[config.mk]
export PLATFORM = sky130hd
export DESIGN_NAME = int_pipe_top
export DESIGN_NICKNAME = d
export VERILOG_FILES = /design/src/hdl/pipe_pkg.sv /design/src/hdl/int_pipe_top.sv /design/src/hdl/hazard_ctrl.sv /design/src/hdl/int_alu.sv /design/src/hdl/reg_file.sv /design/src/hdl/int_decoder.sv /design/src/hdl/pipe_stage_reg.sv
export SDC_FILE = /design/constraint.sdc
export NUM_CORES = 2
export LEC_CHECK = 0
export BUFFER_PORTS_ARGS = -buffer_cell sky130_fd_sc_hd__buf_2
export CORE_ASPECT_RATIO = 0.6
export CORE_UTILIZATION = 65
export DETAILED_ROUTE_END_ITERATION = 10
export PLACE_DENSITY = 0.82
export SLEW_MARGIN = 25
export SYNTH_ARGS = -nofsm -noshare
export SYNTH_HDL_FRONTEND = slang
export SYNTH_HIERARCHICAL = 1
export SYNTH_SLANG_ARGS = --single-unit
[constraint.sdc]
create_clock -name clk -period 12.8 [get_ports clk]
set_input_delay 2.56 -clock clk [delete_from_list [all_inputs] [get_ports clk]]
set_output_delay 2.56 -clock clk [all_outputs]
set_load 0.01 [all_outputs]
[src/hdl/pipe_pkg.sv]
// shared definitions for the integer pipeline
//   data, instruction and register index widths
//   major opcodes and the ebreak encoding
//   alu operation enum
//   payload structs of the decode, execute and writeback stage registers
package pipe_pkg;

    typedef logic [63:0] xlen_t;
    typedef logic [31:0] instr_t;
    typedef logic [4:0]  reg_idx_t;

    localparam int NUM_REGS = 32;

    // major opcodes, instr[6:0]
    localparam logic [6:0] OPC_OP     = 7'b0110011;
    localparam logic [6:0] OPC_OP_IMM = 7'b0010011;
    localparam logic [6:0] OPC_LUI    = 7'b0110111;
    localparam logic [6:0] OPC_SYSTEM = 7'b1110011;

    localparam instr_t INSTR_EBREAK = 32'h0010_0073;

    typedef enum logic [2:0] {
        ALU_ADD    = 3'd0,
        ALU_SUB    = 3'd1,
        ALU_AND    = 3'd2,
        ALU_OR     = 3'd3,
        ALU_XOR    = 3'd4,
        ALU_PASS_B = 3'd5
    } alu_op_e;

    // fetched instruction waiting in decode
    typedef struct packed {
        xlen_t  pc;
        instr_t instr;
    } id_payload_t;

    // decoded instruction with its operands
    typedef struct packed {
        xlen_t    pc;
        reg_idx_t rd;
        xlen_t    rs1_val;
        xlen_t    rs2_val;
        xlen_t    imm;
        alu_op_e  alu_op;
        logic     use_imm;
        logic     wen;
        logic     ebreak;
    } ex_payload_t;

    // result on its way to the register file
    typedef struct packed {
        xlen_t    pc;
        reg_idx_t rd;
        xlen_t    wdata;
        logic     wen;
        logic     ebreak;
    } wb_payload_t;

endpackage
[src/hdl/int_pipe_top.sv]
// three stage rv64 integer pipeline
//   decode, execute and writeback stage registers
//   decoder, register file, alu and hazard control
//   valid/ready instruction input, retire observation port
`timescale 1ns/1ps

module int_pipe_top (
    input  logic               clk,
    input  logic               arst_n_i,
    input  logic               in_valid_i,
    input  pipe_pkg::xlen_t    in_pc_i,
    input  pipe_pkg::instr_t   in_instr_i,
    output logic               in_ready_o,
    output logic               retire_valid_o,
    output pipe_pkg::xlen_t    retire_pc_o,
    output pipe_pkg::reg_idx_t retire_rd_o,
    output pipe_pkg::xlen_t    retire_wdata_o,
    output logic               retire_wen_o,
    output logic               halted_o
);
    import pipe_pkg::*;

    id_payload_t id_in;
    id_payload_t id_q;
    logic        id_valid;
    ex_payload_t ex_d;
    ex_payload_t ex_q;
    logic        ex_valid;
    wb_payload_t wb_d;
    wb_payload_t wb_q;
    logic        wb_valid;

    reg_idx_t rs1_idx;
    reg_idx_t rs2_idx;
    logic     use_rs1;
    logic     use_rs2;
    xlen_t    rs1_val;
    xlen_t    rs2_val;

    logic stall;
    logic flush;
    logic halted;

    // no new input while stalled, halting or halted
    assign in_ready_o = !stall && !flush && !halted;

    assign id_in.pc    = in_pc_i;
    assign id_in.instr = in_instr_i;

    pipe_stage_reg #(.payload_t(id_payload_t)) id_stage_reg_inst (
        .clk      (clk),
        .arst_n_i (arst_n_i),
        .flush_i  (flush),
        .enable_i (!stall),
        .valid_i  (in_valid_i && in_ready_o),
        .data_i   (id_in),
        .valid_o  (id_valid),
        .data_o   (id_q)
    );

    int_decoder int_decoder_inst (
        .id_i      (id_q),
        .rs1_o     (rs1_idx),
        .rs2_o     (rs2_idx),
        .use_rs1_o (use_rs1),
        .use_rs2_o (use_rs2),
        .rs1_val_i (rs1_val),
        .rs2_val_i (rs2_val),
        .ex_o      (ex_d)
    );

    reg_file reg_file_inst (
        .clk      (clk),
        .arst_n_i (arst_n_i),
        .ra1_i    (rs1_idx),
        .ra2_i    (rs2_idx),
        .rd1_o    (rs1_val),
        .rd2_o    (rs2_val),
        .we_i     (wb_valid && wb_q.wen),
        .wa_i     (wb_q.rd),
        .wd_i     (wb_q.wdata)
    );

    hazard_ctrl hazard_ctrl_inst (
        .clk         (clk),
        .arst_n_i    (arst_n_i),
        .id_valid_i  (id_valid),
        .rs1_i       (rs1_idx),
        .rs2_i       (rs2_idx),
        .use_rs1_i   (use_rs1),
        .use_rs2_i   (use_rs2),
        .ex_valid_i  (ex_valid),
        .ex_wen_i    (ex_q.wen),
        .ex_rd_i     (ex_q.rd),
        .wb_valid_i  (wb_valid),
        .wb_wen_i    (wb_q.wen),
        .wb_ebreak_i (wb_q.ebreak),
        .wb_rd_i     (wb_q.rd),
        .stall_o     (stall),
        .flush_o     (flush),
        .halted_o    (halted)
    );

    // bubble into execute while decode waits
    pipe_stage_reg #(.payload_t(ex_payload_t)) ex_stage_reg_inst (
        .clk      (clk),
        .arst_n_i (arst_n_i),
        .flush_i  (flush),
        .enable_i (1'b1),
        .valid_i  (id_valid && !stall),
        .data_i   (ex_d),
        .valid_o  (ex_valid),
        .data_o   (ex_q)
    );

    int_alu int_alu_inst (
        .ex_i (ex_q),
        .wb_o (wb_d)
    );

    // flushed as well, so the instruction behind ebreak never retires
    pipe_stage_reg #(.payload_t(wb_payload_t)) wb_stage_reg_inst (
        .clk      (clk),
        .arst_n_i (arst_n_i),
        .flush_i  (flush),
        .enable_i (1'b1),
        .valid_i  (ex_valid),
        .data_i   (wb_d),
        .valid_o  (wb_valid),
        .data_o   (wb_q)
    );

    assign retire_valid_o = wb_valid;
    assign retire_pc_o    = wb_q.pc;
    assign retire_rd_o    = wb_q.rd;
    assign retire_wdata_o = wb_q.wdata;
    assign retire_wen_o   = wb_valid && wb_q.wen;
    assign halted_o       = halted;

endmodule

[src/hdl/hazard_ctrl.sv]
// pipeline control
//   read-after-write interlock against execute and writeback
//   halt state machine entered on ebreak in writeback
//   flush of the stage registers on halt entry
`timescale 1ns/1ps

module hazard_ctrl (
    input  logic               clk,
    input  logic               arst_n_i,
    input  logic               id_valid_i,
    input  pipe_pkg::reg_idx_t rs1_i,
    input  pipe_pkg::reg_idx_t rs2_i,
    input  logic               use_rs1_i,
    input  logic               use_rs2_i,
    input  logic               ex_valid_i,
    input  logic               ex_wen_i,
    input  pipe_pkg::reg_idx_t ex_rd_i,
    input  logic               wb_valid_i,
    input  logic               wb_wen_i,
    input  logic               wb_ebreak_i,
    input  pipe_pkg::reg_idx_t wb_rd_i,
    output logic               stall_o,
    output logic               flush_o,
    output logic               halted_o
);

    typedef enum logic {
        RUN,
        HALTED
    } halt_state_e;

    halt_state_e state_q;
    logic        ex_writes;
    logic        wb_writes;
    logic        rs1_hit;
    logic        rs2_hit;

    assign ex_writes = ex_valid_i && ex_wen_i;
    assign wb_writes = wb_valid_i && wb_wen_i;

    // x0 never produces a hazard
    assign rs1_hit = use_rs1_i && (rs1_i != '0) &&
                     ((ex_writes && (ex_rd_i == rs1_i)) || (wb_writes && (wb_rd_i == rs1_i)));
    assign rs2_hit = use_rs2_i && (rs2_i != '0) &&
                     ((ex_writes && (ex_rd_i == rs2_i)) || (wb_writes && (wb_rd_i == rs2_i)));

    assign stall_o = id_valid_i && (rs1_hit || rs2_hit);
    assign flush_o = wb_valid_i && wb_ebreak_i;

    always_ff @(posedge clk or negedge arst_n_i) begin
        if (!arst_n_i) begin
            state_q <= RUN;
        end else if (flush_o) begin
            // left only through reset
            state_q <= HALTED;
        end
    end

    assign halted_o = (state_q == HALTED);

endmodule

[src/hdl/int_alu.sv]
// execute stage alu
//   second operand is rs2 or the immediate
//   add, sub, and, or, xor and pass-through of operand b
//   builds the writeback payload
`timescale 1ns/1ps

module int_alu (
    input  pipe_pkg::ex_payload_t ex_i,
    output pipe_pkg::wb_payload_t wb_o
);
    import pipe_pkg::*;

    xlen_t op_a;
    xlen_t op_b;
    xlen_t result;

    assign op_a = ex_i.rs1_val;
    assign op_b = ex_i.use_imm ? ex_i.imm : ex_i.rs2_val;

    always_comb begin
        case (ex_i.alu_op)
            ALU_ADD:    result = op_a + op_b;
            ALU_SUB:    result = op_a - op_b;
            ALU_AND:    result = op_a & op_b;
            ALU_OR:     result = op_a | op_b;
            ALU_XOR:    result = op_a ^ op_b;
            ALU_PASS_B: result = op_b;
            default:    result = '0;
        endcase
    end

    always_comb begin
        wb_o.pc     = ex_i.pc;
        wb_o.rd     = ex_i.rd;
        wb_o.wdata  = result;
        wb_o.wen    = ex_i.wen;
        wb_o.ebreak = ex_i.ebreak;
    end

endmodule

[src/hdl/reg_file.sv]
// integer register file
//   32 x 64-bit entries, two combinational reads, one write port
//   x0 reads as zero and ignores writes
`timescale 1ns/1ps

module reg_file (
    input  logic               clk,
    input  logic               arst_n_i,
    input  pipe_pkg::reg_idx_t ra1_i,
    input  pipe_pkg::reg_idx_t ra2_i,
    output pipe_pkg::xlen_t    rd1_o,
    output pipe_pkg::xlen_t    rd2_o,
    input  logic               we_i,
    input  pipe_pkg::reg_idx_t wa_i,
    input  pipe_pkg::xlen_t    wd_i
);
    import pipe_pkg::*;

    xlen_t regs_q [NUM_REGS];

    always_ff @(posedge clk or negedge arst_n_i) begin
        if (!arst_n_i) begin
            for (int i = 0; i < NUM_REGS; i++) begin
                regs_q[i] <= '0;
            end
        end else if (we_i && (wa_i != '0)) begin
            regs_q[wa_i] <= wd_i;
        end
    end

    // reads return the value stored before this cycle's write
    assign rd1_o = (ra1_i == '0) ? '0 : regs_q[ra1_i];
    assign rd2_o = (ra2_i == '0) ? '0 : regs_q[ra2_i];

endmodule

[src/hdl/int_decoder.sv]
// instruction decoder for the integer pipeline
//   field extraction, I and U immediates
//   alu operation select for add, sub, and, or, xor, addi, lui
//   ebreak detection, unknown encodings retire as no-ops
`timescale 1ns/1ps

module int_decoder (
    input  pipe_pkg::id_payload_t id_i,
    output pipe_pkg::reg_idx_t    rs1_o,
    output pipe_pkg::reg_idx_t    rs2_o,
    output logic                  use_rs1_o,
    output logic                  use_rs2_o,
    input  pipe_pkg::xlen_t       rs1_val_i,
    input  pipe_pkg::xlen_t       rs2_val_i,
    output pipe_pkg::ex_payload_t ex_o
);
    import pipe_pkg::*;

    logic [6:0] opcode;
    logic [2:0] funct3;
    logic [6:0] funct7;
    reg_idx_t   rd;
    xlen_t      imm_i_type;
    xlen_t      imm_u_type;
    logic       writes_rd;

    assign opcode = id_i.instr[6:0];
    assign rd     = id_i.instr[11:7];
    assign funct3 = id_i.instr[14:12];
    assign rs1_o  = id_i.instr[19:15];
    assign rs2_o  = id_i.instr[24:20];
    assign funct7 = id_i.instr[31:25];

    assign imm_i_type = {{52{id_i.instr[31]}}, id_i.instr[31:20]};
    assign imm_u_type = {{32{id_i.instr[31]}}, id_i.instr[31:12], 12'b0};

    always_comb begin
        writes_rd = 1'b0;
        use_rs1_o = 1'b0;
        use_rs2_o = 1'b0;

        ex_o         = '0;
        ex_o.pc      = id_i.pc;
        ex_o.rd      = rd;
        ex_o.rs1_val = rs1_val_i;
        ex_o.rs2_val = rs2_val_i;
        ex_o.alu_op  = ALU_ADD;

        case (opcode)
            OPC_OP: begin
                use_rs1_o = 1'b1;
                use_rs2_o = 1'b1;
                writes_rd = 1'b1;
                case ({funct7, funct3})
                    {7'b0000000, 3'b000}: ex_o.alu_op = ALU_ADD;
                    {7'b0100000, 3'b000}: ex_o.alu_op = ALU_SUB;
                    {7'b0000000, 3'b100}: ex_o.alu_op = ALU_XOR;
                    {7'b0000000, 3'b110}: ex_o.alu_op = ALU_OR;
                    {7'b0000000, 3'b111}: ex_o.alu_op = ALU_AND;
                    default: begin
                        // shifts and compares are not supported
                        use_rs1_o = 1'b0;
                        use_rs2_o = 1'b0;
                        writes_rd = 1'b0;
                    end
                endcase
            end
            OPC_OP_IMM: begin
                // addi only
                if (funct3 == 3'b000) begin
                    use_rs1_o    = 1'b1;
                    writes_rd    = 1'b1;
                    ex_o.use_imm = 1'b1;
                    ex_o.imm     = imm_i_type;
                end
            end
            OPC_LUI: begin
                writes_rd    = 1'b1;
                ex_o.use_imm = 1'b1;
                ex_o.imm     = imm_u_type;
                ex_o.alu_op  = ALU_PASS_B;
            end
            OPC_SYSTEM: begin
                ex_o.ebreak = (id_i.instr == INSTR_EBREAK);
            end
            default: ;
        endcase

        // x0 is never written
        ex_o.wen = writes_rd && (rd != '0);
    end

endmodule

[src/hdl/pipe_stage_reg.sv]
// pipeline stage register
//   valid bit plus a payload of any packed type
//   flush clears both, enable loads, otherwise hold
`timescale 1ns/1ps

module pipe_stage_reg #(
    parameter type payload_t = logic
) (
    input  logic     clk,
    input  logic     arst_n_i,
    input  logic     flush_i,
    input  logic     enable_i,
    input  logic     valid_i,
    input  payload_t data_i,
    output logic     valid_o,
    output payload_t data_o
);

    logic     valid_q;
    payload_t data_q;

    always_ff @(posedge clk or negedge arst_n_i) begin
        if (!arst_n_i) begin
            valid_q <= 1'b0;
            data_q  <= '0;
        end else if (flush_i) begin
            valid_q <= 1'b0;
            data_q  <= '0;
        end else if (enable_i) begin
            valid_q <= valid_i;
            data_q  <= data_i;
        end
    end

    assign valid_o = valid_q;
    assign data_o  = data_q;

endmodule

======== Yosys cells after proc, flatten, opt, wreduce, memory -nomap -nowiden ========
Cells that the tools add are included.
operators by class
  add/sub/neg operators ................... 2
  order comparisons ....................... 4
  eq/ne operators ......................... 19
  muxes and demuxes ....................... 32
  bitwise gates (word level) .............. 6
  reduce and logical (&&, ||, !) cells .... 35
operators by type and width
  cell                                                                      count
  2048-bit bitwise mux                                                      1
  64-bit binary-select mux with 5-bit select                                2
  64-bit two-way mux                                                        9
  64-bit one-hot mux with 6 select lines                                    1
  64-bit demux with 5-bit select                                            1
  267-bit two-way mux                                                       1
  96-bit two-way mux                                                        2
  135-bit two-way mux                                                       1
  64-bit one-hot mux with 2 select lines                                    1
  64-bit adder                                                              1
  64-bit bitwise AND                                                        1
  64-bit bitwise OR                                                         1
  64-bit subtractor                                                         1
  64-bit bitwise XOR                                                        1
  32-bit by 21-bit equality test with 1-bit output (second input constant)  1
  10-bit by 3-bit equality test with 1-bit output (second input constant)   3
  5-bit equality test                                                       4
  5-bit nonzero test                                                        4
  1-bit logical AND                                                         19
  6-bit >= comparator (second input constant)                               3
  5-bit inverter with 6-bit output                                          3
  7-bit by 6-bit equality test with 1-bit output (second input constant)    2
  3-bit one-hot mux with 4 select lines                                     1
  10-bit by 9-bit equality test with 1-bit output (second input constant)   1
  other kinds (17)                                                          33
word-level totals
  bits in registers ....................... 2550
  input port bits ......................... 99
  output and inout bits ................... 137
  word-level logic and storage cells ...... 150

======== Depth between registers and ports, before layout ========
  depth in word-level cells ............... 14
  gate-level depth with buffers ........... 32
  mapped depth without buffers ............ 23

======== Modules after synthesis ========
The synthesis kept the hierarchy.
by module, submodules not included
  module                               instances  cells each  area each (um^2)  seq. area each (um^2)
  reg_file                             1          7034        108710.5          51249.2
  pipe_stage_reg at ex_stage_reg_inst  1          864         10954.3           6706.4
  int_alu                              1          1607        10816.6           0.0
  pipe_stage_reg at wb_stage_reg_inst  1          438         5482.8            3403.3
  pipe_stage_reg at id_stage_reg_inst  1          313         3921.3            2427.3
  int_decoder                          1          312         2317.2            0.0
  hazard_ctrl                          1          38          311.5             25.0
  int_pipe_top                         1          6           42.5              0.0

======== Worst setup path after synthesis ========
No wires, ideal clock.
  path type ............................... register -> register
  start point ............................. reg ex_stage_reg_inst.data_q (netlist bit ex_stage_reg_inst/data_o[2])
  end point ............................... reg wb_stage_reg_inst.data_q (netlist bit wb_stage_reg_inst/data_o[56])
  setup time .............................. 0.132 ns
  arrival ................................. 6.435 ns
  data required time ...................... 12.668 ns
  path slack .............................. 6.233 ns
  stages on the path, launching flop included .. 33
  path buffers ............................ 9
  period minus slack after synthesis ...... 6.567 ns
  path through ............................ dfrtp_1 > buf_6 > buf_6 > buf_2 > buf_4 > buf_6 > buf_2 > buf_2 > buf_2 > mux2i_1 > ha_1 > o211ai_1 > or2_1 > nor2_1 > and3_1 > nand2_1 > or2_2 > o21ai_0 > xnor2_1 > ha_1 > clkbuf_1 > and3_1 > and2_1 > a221o_1 > a211o_1 > a221o_1 > nand3_1 > nand2b_1 > a21oi_1 > xor2_1 > o221ai_1 > mux2i_1 > nor2_1
RTL lines
  what                      line                  RTL
  start: declaration        pipe_stage_reg.sv:20  payload_t data_q;
  start signal: assignment  pipe_stage_reg.sv:31  data_q <= data_i;
  end signal: assignment    pipe_stage_reg.sv:31
  end: declaration          pipe_stage_reg.sv:20

==> run metrics <==
CTS tree done; Power Density 120 nW/um^2; Rows 132; Post-Synthesis Cells 10,612; maximum clock path buffer count 4; EDFF count, synth 0; first-pass GRT wire length 676 mm; via count 97,437; Worst Setup Slack, final 5500 ps; Max FO, Critical Path 52; commonest non-fill, non-tap cell in the layout dfrtp_1; gr usage total 41.9%; max layer used met5; DR DRC count 0; unrepaired setup endpoints after global routing no; status finished clean; WP data required 13,560 ps; Peak VDD IR 0.114 mV; setup TNS 0 ps; design area 150,000 um^2; critical path class register to register; routed wl met2 192 mm; Synth Flop Type dfrtp_1; hold depth 0; GR Overflow Total 0; Hold Path Class register to register; CTS sink count 2,550; Slew headroom 6.33%; I/O pin count 236; Syn Area/Cell 13.4 um^2; setup slack, reg-to-reg 5500 ps; initial core utilization 65.7%; flops & latches, synth 2,550; routed vias/inst 7.45; Final Hold Viols 0; Routed met3 length 70.4 mm; total power draw 18.1 mW; max-cap viol count 0; final net count 10,299; initial antenna violation count 25; Worst-path clk slew 70 ps; wl on met1 177 mm; core area 217,000 um^2; pre-CTS setup slack 5590 ps; H-tree depth 4; layout cells sized above 1 39.4%; largest net degree at the start of global routing 269; R2R depth 21; die area 221,000 um^2; Resize count post-CTS 0; die extent in x 607 um; first-pass iteration count of the detailed router 6; port bufs 235; Crit path arrival time 8060 ps; Finish-stage setup viols 0; Worst setup EP type register; Async SR Flop Fraction 100%; Fin Clk Skew 47.0 ps; total CTS buffers 232; most frequent cells in the layout dfrtp_1 (2,516), mux2_2 (1,954), mux2i_1 (1,014), mux4_2 (951), nor2_1 (628); placed inst area 142,000 um^2; die height 365 um; fmax 137 MHz; Synth Warn # 6; vias in the first global route 97,695; sequential share of the synthesized area 44.8%; CTS root buffer clkbuf_16; Final Max Tran Viols 0; Final period util 57.0%; drt total wl 464 mm; Initial DRC Count 13,727; Hold Buf Count CTS 0; CP startpoint kind register; hpwl dp 290 mm; Leak 73.1 nW; Final ANT Viol Nets 0; Synth cell types 98; Period minus WS final 7300 ps; Placer Congestion 1.03; Routed WL per cell 35.5 um; P&R area growth vs syn 5.55%; # Post-CTS Setup Buffers 0; pin slew with the least headroom to its limit 1410 ps; Worst-Skew Late Latency 920 ps; Post-Syn Area 143,000 um^2
## cell families (layout without fill, tap and decap cells)
group,Yosys count,in the layout,share of synthesized area (%)
compound gates,950,950,4.48
xor+xnor,142,142,0.872
fa+ha+maj,194,194,1.71
buf+inv,1489,1062,5.62
flops,2550,2550,44.8
mux,3993,3993,38.3
other cells,1,14,0.00263
simple gates,1293,1293,4.22
## critical path, stage by stage (launching register included)
cell and delay, ps:
dfrtp_4 780, buf_4 640, mux2i_1 510, o221ai_2 230, nor3_4 390, inv_1 150, nor3_1 380, nand2b_1 150
o21ai_0 220, xnor2_1 90, ha_1 500, nand4_1 190, nor3_1 270, nand3_1 150, a2111oi_0 760, o21ai_0 220
o211a_1 270, o21ai_0 610, mux2i_1 290, nand3_1 100, mux2i_1 150, nor2_1 60
## Yosys cell counts (148+ instances only)
library cell | count | area (um^2)
buf_4 | 370 | 2780
buf_2 | 352 | 1760
dfrtp_1 | 2550 | 63800
mux2i_1 | 1014 | 10100
mux4_2 | 951 | 21400
inv_1 | 148 | 556
mux2_2 | 1954 | 22000
o22ai_1 | 193 | 1210
nor2_1 | 635 | 2380
clkbuf_1 | 496 | 1860
ha_1 | 193 | 2410
nand2_1 | 234 | 878
## registers in the layout, summed over array words and instances, names as in the netlist
name and cells:
reg_file_inst/regs_q 2048, id_stage_reg_inst/valid_o 1, hazard_ctrl_inst/halted_o 1, ex_stage_reg_inst/valid_o 1, wb_stage_reg_inst/valid_o 1, ex_stage_reg_inst/data_o 267
id_stage_reg_inst/data_o 96, wb_stage_reg_inst/data_o 135
## per-layer routing
| layer | track usage, % | up-vias |
|---|---|---|
| li1 | - | 37842 |
| met1 | 58.4 | 50872 |
| met2 | 57.0 | 7182 |
| met4 | 20.0 | 34 |
| met5 | 0 | - |
| met3 | 17.3 | 1507 |
## power breakdown
part	internal, mW	leakage (nW)	total (mW)	switching (mW)
Combinational	0.661	34.3	2.12	1.45
Sequential	8.23	34.9	8.66	0.426
Clock	4.11	3.87	7.33	3.22
## worst paths after layout
check	from	endpoint
worst max-delay path	ex_stage_reg_inst/data_o[2]	wb_stage_reg_inst/data_o[59]
worst max register to register	ex_stage_reg_inst/data_o[2]	wb_stage_reg_inst/data_o[59]
max in group asynchronous	arst_n_i	wb_stage_reg_inst/data_o[6]
worst min register to register	reg_file_inst/regs_q[2014]	reg_file_inst/regs_q[2014]
worst min-delay path	reg_file_inst/regs_q[2014]	reg_file_inst/regs_q[2014]
min in group asynchronous	arst_n_i	reg_file_inst/regs_q[1467]
## final cells by class
type,instances,area (um^2)
multi-input cells,6574,71100
fillers,14281,66400
flip-flops and latches,2550,63900
clock buffers,325,6660
well taps,2881,3600
repair buffers,490,3460
clock inverters,89,1150
inverters,158,603
diodes,12,30.0
## per-stage QoR
stage	hold WS [ps]	util, %	std cells
final	377	69.4	13079
after global routing	393	69.4	13069
after CTS	379	69.3	13062
after detailed placement	363	65.7	12648
after floorplan	425	-	10613
after global placement	360	65.6	12645
No activity file was read; power rests on OpenSTA's default activity.
